`src/common/tcdm_pkg.sv`:
```
/* Sizes and types shared by every TCDM port in the subsystem.
   Word addressing only; byte lanes are selected through the byte enables. */

package tcdm_pkg;

  // Number of initiator ports on the arbiter.
  localparam int unsigned N_INIT = 2;

  // Word address width, 256 words.
  localparam int unsigned ADDR_W = 8;

  // Data word width.
  localparam int unsigned DATA_W = 32;

  // One enable per byte lane.
  localparam int unsigned BE_W = DATA_W / 8;

  // Id wide enough to name each initiator port.
  localparam int unsigned ID_W = 1;

  // Word address.
  typedef logic [ADDR_W-1:0] tcdm_addr_t;

  // Data word.
  typedef logic [DATA_W-1:0] tcdm_data_t;

  // Byte enables.
  typedef logic [BE_W-1:0] tcdm_be_t;

  // Initiator index carried with a request.
  typedef logic [ID_W-1:0] tcdm_id_t;

endpackage : tcdm_pkg

```
`src/hdl/tcdm_rr_arbiter.sv`:
```
/* Two-port round-robin TCDM arbiter. The target must return the id of each read as
   r_id; responses cannot be stalled, so initiators must always accept them. */
`timescale 1ns/1ps

module tcdm_rr_arbiter
  import tcdm_pkg::*;
(
  input  logic       clk_i,
  input  logic       rst_ni,
  input  logic       clear_i,
  // Initiator 0.
  input  logic       init0_req_i,
  input  logic       init0_wen_i,
  input  tcdm_addr_t init0_add_i,
  input  tcdm_data_t init0_data_i,
  input  tcdm_be_t   init0_be_i,
  output logic       init0_gnt_o,
  output logic       init0_r_valid_o,
  output tcdm_data_t init0_r_data_o,
  // Initiator 1.
  input  logic       init1_req_i,
  input  logic       init1_wen_i,
  input  tcdm_addr_t init1_add_i,
  input  tcdm_data_t init1_data_i,
  input  tcdm_be_t   init1_be_i,
  output logic       init1_gnt_o,
  output logic       init1_r_valid_o,
  output tcdm_data_t init1_r_data_o,
  // Shared target side.
  output logic       mem_req_o,
  output logic       mem_wen_o,
  output tcdm_addr_t mem_add_o,
  output tcdm_data_t mem_data_o,
  output tcdm_be_t   mem_be_o,
  output tcdm_id_t   mem_id_o,
  input  logic       mem_gnt_i,
  input  logic       mem_r_valid_i,
  input  tcdm_data_t mem_r_data_i,
  input  tcdm_id_t   mem_r_id_i
);

  // One request bit per initiator.
  logic [N_INIT-1:0] req_vec;
  logic [N_INIT-1:0] gnt_vec;
  // Port favoured on the next conflict.
  logic              prio_q;
  // Index of the winning port.
  logic              sel;
  logic              conflict;

  assign req_vec  = {init1_req_i, init0_req_i};
  assign conflict = &req_vec;

  // Priority only matters when both ports request.
  // A lone requester wins outright.
  always_comb begin
    if (conflict) begin
      sel = prio_q;
    end else begin
      sel = req_vec[1];
    end
  end

  // Forward the winner's request fields.
  assign mem_req_o  = |req_vec;
  assign mem_wen_o  = sel ? init1_wen_i  : init0_wen_i;
  assign mem_add_o  = sel ? init1_add_i  : init0_add_i;
  assign mem_data_o = sel ? init1_data_i : init0_data_i;
  assign mem_be_o   = sel ? init1_be_i   : init0_be_i;

  // Stamp the winning index as id.
  assign mem_id_o = tcdm_id_t'(sel);

  // Target grant goes back to the winner only.
  always_comb begin
    gnt_vec      = '0;
    gnt_vec[sel] = mem_gnt_i & req_vec[sel];
  end

  assign init0_gnt_o = gnt_vec[0];
  assign init1_gnt_o = gnt_vec[1];

  // Move priority away from a port granted under conflict.
  // Without conflict the pointer stays put.
  always_ff @(posedge clk_i or negedge rst_ni) begin
    if (!rst_ni) begin
      prio_q <= 1'b0;
    end else if (clear_i) begin
      prio_q <= 1'b0;
    end else if (conflict && mem_gnt_i) begin
      prio_q <= ~sel;
    end
  end

  // Response goes to the port named by r_id.
  assign init0_r_valid_o = mem_r_valid_i && (mem_r_id_i == tcdm_id_t'(1'b0));
  assign init1_r_valid_o = mem_r_valid_i && (mem_r_id_i == tcdm_id_t'(1'b1));

  // Data is shared; r_valid qualifies it per port.
  assign init0_r_data_o = mem_r_data_i;
  assign init1_r_data_o = mem_r_data_i;

endmodule : tcdm_rr_arbiter

```
`config.mk`:
```
export PLATFORM = sky130hd
export DESIGN_NAME = tcdm_rr_arbiter
export DESIGN_NICKNAME = d
export VERILOG_FILES = /design/src/common/tcdm_pkg.sv /design/src/hdl/tcdm_rr_arbiter.sv
export SDC_FILE = /design/constraint.sdc
export NUM_CORES = 1
export LEC_CHECK = 0
export ABC_AREA = 1
export BUFFER_PORTS_ARGS = -buffer_cell sky130_fd_sc_hd__buf_2
export CAP_MARGIN = 20
export CORE_AREA = 2 2 95 97
export CTS_CLUSTER_SIZE = 16
export DETAILED_ROUTE_END_ITERATION = 6
export DIE_AREA = 0 0 97 99
export PLACE_DENSITY_LB_ADDON = 0.2
export SYNTH_ARGS = -nofsm -noshare
export SYNTH_HDL_FRONTEND = slang
export SYNTH_SLANG_ARGS = --single-unit
```
`constraint.sdc`:
```
create_clock -name clk_i -period 1.3 [get_ports clk_i]
set_input_delay 0.13 -clock clk_i [delete_from_list [all_inputs] [get_ports clk_i]]
set_output_delay 0.13 -clock clk_i [all_outputs]
set_load 0.1 [all_outputs]
```
== Word-level counts from Yosys, hierarchy flattened ==
Index checks and enable logic that the tools add are counted.
W data, S select, Z words.
Word-level totals
  register bits: 1
  output and inout bits: 115
Operators by class
  magnitude comparators: 2
  bitwise gates (word level): 4
  multiplexer cells: 11
  reductions and logical operators: 7
Operator list (number)
  $mux W32: 1
  $mux W8: 1
  $mux W1: 7
  $logic_and A1 B1 Y1: 4
  $mux W4: 1
  $and A2 B2 Y2: 1
  $lt A1 B2 Y1 const B: 1
  $not A1 Y1: 2
  $reduce_and A2 Y1: 1
  $reduce_bool A2 Y1: 1
  $reduce_or A2 Y1: 1
  $and A1 B1 Y1: 1
  $demux W1 S1: 1
  $ge A1 B1 Y1 const B: 1

== Logic depth before layout (Yosys ltp) ==
  depth in word-level cells: 7
  gate-level depth with buffers: 8
  mapped depth without buffers: 6

== Worst setup path before layout ==
No wires, ideal clock.
  path kind: register to output
  start point: reg prio_q
  end point: out init0_gnt_o
  cell stages (with the launch flop): 7
  data arrival time: 2.227 ns
  required time: 1.170 ns
  path buffers: 1
  setup slack: -1.057 ns
  path through: dfrtp_1 inv_2 nand2_2 nand2_2 inv_2 buf_2 nor2_1
Between the ends
  word-level cells in the longest chain between the ends: 6
  elaborated cells on any way between the ends: 10
  those cells by class: 2 x order compare; 5 x mux; 2 x bitwise; 1 x reduce/logical
Ends and longest elaborated chain
  start, declared: RTL line tcdm_rr_arbiter.sv:46  | logic prio_q;
  start signal, assigned: RTL line tcdm_rr_arbiter.sv:91  | prio_q <= ~sel;
  $mux W1 *: RTL line tcdm_rr_arbiter.sv:57  | if (conflict) begin
  net mem_id_o: RTL line tcdm_rr_arbiter.sv:35  | output tcdm_id_t mem_id_o,
  $lt A1 B2 Y1 (not written as such) or $ge A1 B1 Y1 (tied branches): RTL line tcdm_rr_arbiter.sv:77  | gnt_vec[sel] = mem_gnt_i & req_vec[sel];
  $logic_and A1 B1 Y1 (not written as such): RTL line tcdm_rr_arbiter.sv:77
  $mux W1 (not written as such): RTL line tcdm_rr_arbiter.sv:77
  $demux W1 S1: RTL line tcdm_rr_arbiter.sv:77
  $and A2 B2 Y2 (no line) *
  end, declared: RTL line tcdm_rr_arbiter.sv:17  | output logic init0_gnt_o,
The timed path passes the listed nets; every way through them passes the cells marked *. The select of a mux whose other input is x is not followed.

== Worst setup path in the final report ==
  start point: reg prio_q
  end point: out mem_data_o[25]
Between the ends
  word-level cells in the longest chain between the ends: 2
Ends and longest elaborated chain
  $mux W1: RTL line tcdm_rr_arbiter.sv:57
  $mux W32: RTL line tcdm_rr_arbiter.sv:68  | assign mem_data_o = sel ? init1_data_i : init0_data_i;
  end, declared: RTL line tcdm_rr_arbiter.sv:33  | output tcdm_data_t mem_data_o,
No other way between the ends.

==> results.md <==
- Status: completed
- Post-synth top area share: 0.4057
- Layout area overhead: 125.8%
- Die ar.: between 0.009 and 0.01 mm2
- Post-route ant nets: 0
- Setup TNS: 0 ps
- N_diodes: 0
- Placed insts: just over 400
- Routed len/inst: 11.20 um
- Floorplan core area: roughly 0.0086 mm2
- First-pass GRT wire length: around 7000 um
- Placed Instance Area: about 0.0026 mm2
- Sequential cell area fraction in the yosys report: 0.02049
- Synth area leader: buf_4
- Number of global-route vias before repair: 1484
- Top-level I/O count: 245
- Startpoint Class: flip-flop
- Cells after Synth: around 230
- Initial antenna violation count: 0
- Critical-path cell list: inv_2, nand2_2, nand2_4, inv_6, clkbuf_16, nand2_1, nand2_4, buf_12
- Actual slew at the worst max-slew pin: between 400 and 500 ps
- Synth cell types: 12
- CP Capture Type: output pin
- Worst Path Max Fanout: 10
- Peak supply drop: around 0.0003 V
- Ys Warns: 0
- Most frequent cells in the layout: buf_2, nand2_1, buf_12
- Setup violators final: 0
- Synthesized area: between 0.001 and 0.0015 mm2
- Final nets: ~440
- Clock transition at the registers of the reported paths: 0 ps
- Crit-path max cell delay: around 350 ps
- Post-CTS Setup Inserts: 0
- Clk Latency, worst-skew pair: 0 ps
- DRC Markers: 0
- Clk_skew: 0 ps
- Max FFs per register: 1
- Biggest register: prio_q
- Hold Slack: 260.0 ps
- Final period utilization: 0.9752
- Row cnt: 34
- Initial core utilization: 0.1428
- Critical setup path kind: flip-flop to output pin
- Fraction of layout cells with a size suffix above 1: 0.7516
- Fin cells: between 400 and 500
- Detailed Place HPWL: ~3900 um
- Regs by FF count: prio_q (1)
- Leakage Power: 1.457 nW
- Vias/cell: about 3.7
- Top cells by area, synth: buf_4, nand2_1, nand2_2
- Most common cell after layout, fill and taps aside: buf_2
- Fin crit period: 1268 ps
- Total congestion overflow: 0
- Routed vias: 1526
- Port bufs: 148
- Critical Path RT: ~1200 ps
- Final hold viol count: 0
- First-pass DRT Iterations: 5
- Slew Viols, Final: 0
- F_max: approximately 0.79 GHz
- Crit-path slowest cell: dfrtp_1
- Starting DRT DRC Count: 15
- FF+latch count, synth: 1
- Cell family with most CP delay: buffers and inverters
- Crit-path most repeated cell: nand2_4
- MaxCap Viol Count: 0
- WP buf/inv: 4
- Die H: between 90 and 100 um
- Maximum number of pins on one net before global-route repair: 27
- Worst Path Arrival: between 1000 and 1500 ps
- Power Density: between 800 and 900 mW/mm2
- Synth Net Count: roughly 360
- GRT Total Usage: 0.08548
- Final wirelength: about 4700 um
- Max_slew headroom: 0.6795
- GPL Wtd Cong: ~0.75
- Width of the die: a little under 100 um
- RSZ-0062 raised after global routing: true
- Syn avg cell area: 5.356 um2
- Finished Cell Area: 0.002758 mm2
- Min-Delay Path Class: input port to output pin
-- path summary, 6_finish.rpt --
check,cells past startpoint,slack [ps],start,endpoint
max in group asynchronous,2,760,rst_ni,prio_q
max reg2reg,5,550,prio_q,prio_q
min,0,260,mem_r_data_i[24],init0_r_data_o[24]
max,8,30,prio_q,mem_data_o[25]
min in group asynchronous,2,450,rst_ni,prio_q
min reg2reg,5,680,prio_q,prio_q
-- cell type report --
class / count / area [um2]
Fill cell: 911 / 5793
Inverter: 5 / 23.77
Multi-Input combinational cell: 148 / 964.7
Sequential cell: 1 / 25.02
Tap cell: 108 / 135.1
Timing Repair Buffer: 156 / 1609
-- metal layers --
metal,wire (um),global-route usage
met5,0,0
met4,46,0.01192
met3,530,0.02199
met2,2434,0.1715
met1,1671,0.09106
-- kinds of logic (layout without fill, tap and decap cells) --
group,count (synthesis),count (layout),share of synthesized area
and+or+nand+nor,148,148,0.4826
buffers and inverters,79,161,0.4969
DFF,1,1,0.02049
-- worst register-to-register path: stages (launching register included) --
cell     delay, ps
dfrtp_1        350
inv_2           60
buf_4          100
nand2_1         40
nand2_1         50
nor2_1          40
-- Yosys cell counts (all sizes together) --
library cell / number
buf: 74
dfrtp: 1
inv: 5
nand2: 141
nand3: 1
nor2: 5
or2: 1
-- metrics by stage --
stage / power (mW) / setup WS (ps) / utilization
6_report: 2.317 / 32.27 / 0.3225
5_1_grt: 2.397 / -27.80 / 0.3225
4_1_cts: 2.299 / 0.05251 / 0.3111
3_5_place_dp: 2.291 / -27.49 / 0.3093
3_3_place_gp: 2.287 / -3.744 / 0.3093
2_1_floorplan: 2.377 / -103.1 / -
-- power by group --
| part | switching (mW) | internal (mW) | total (mW) |
|---|---|---|---|
| Combinational | 1.47 | 0.815 | 2.28 |
| Clock | 0 | 0 | 0 |
| Sequential | 0.000606 | 0.0333 | 0.0339 |
| Total | 1.47 | 0.848 | 2.32 |
-- timing repair --
action | in CTS | in global routing
endpoints found under the hold margin | 1 | 0
setup endpoints to repair | 14 | 40
hold buffers | 1 | 0
gates cloned | 0 | 2
resized for setup | 1 | 18
Power figures use the tool's default switching activity.
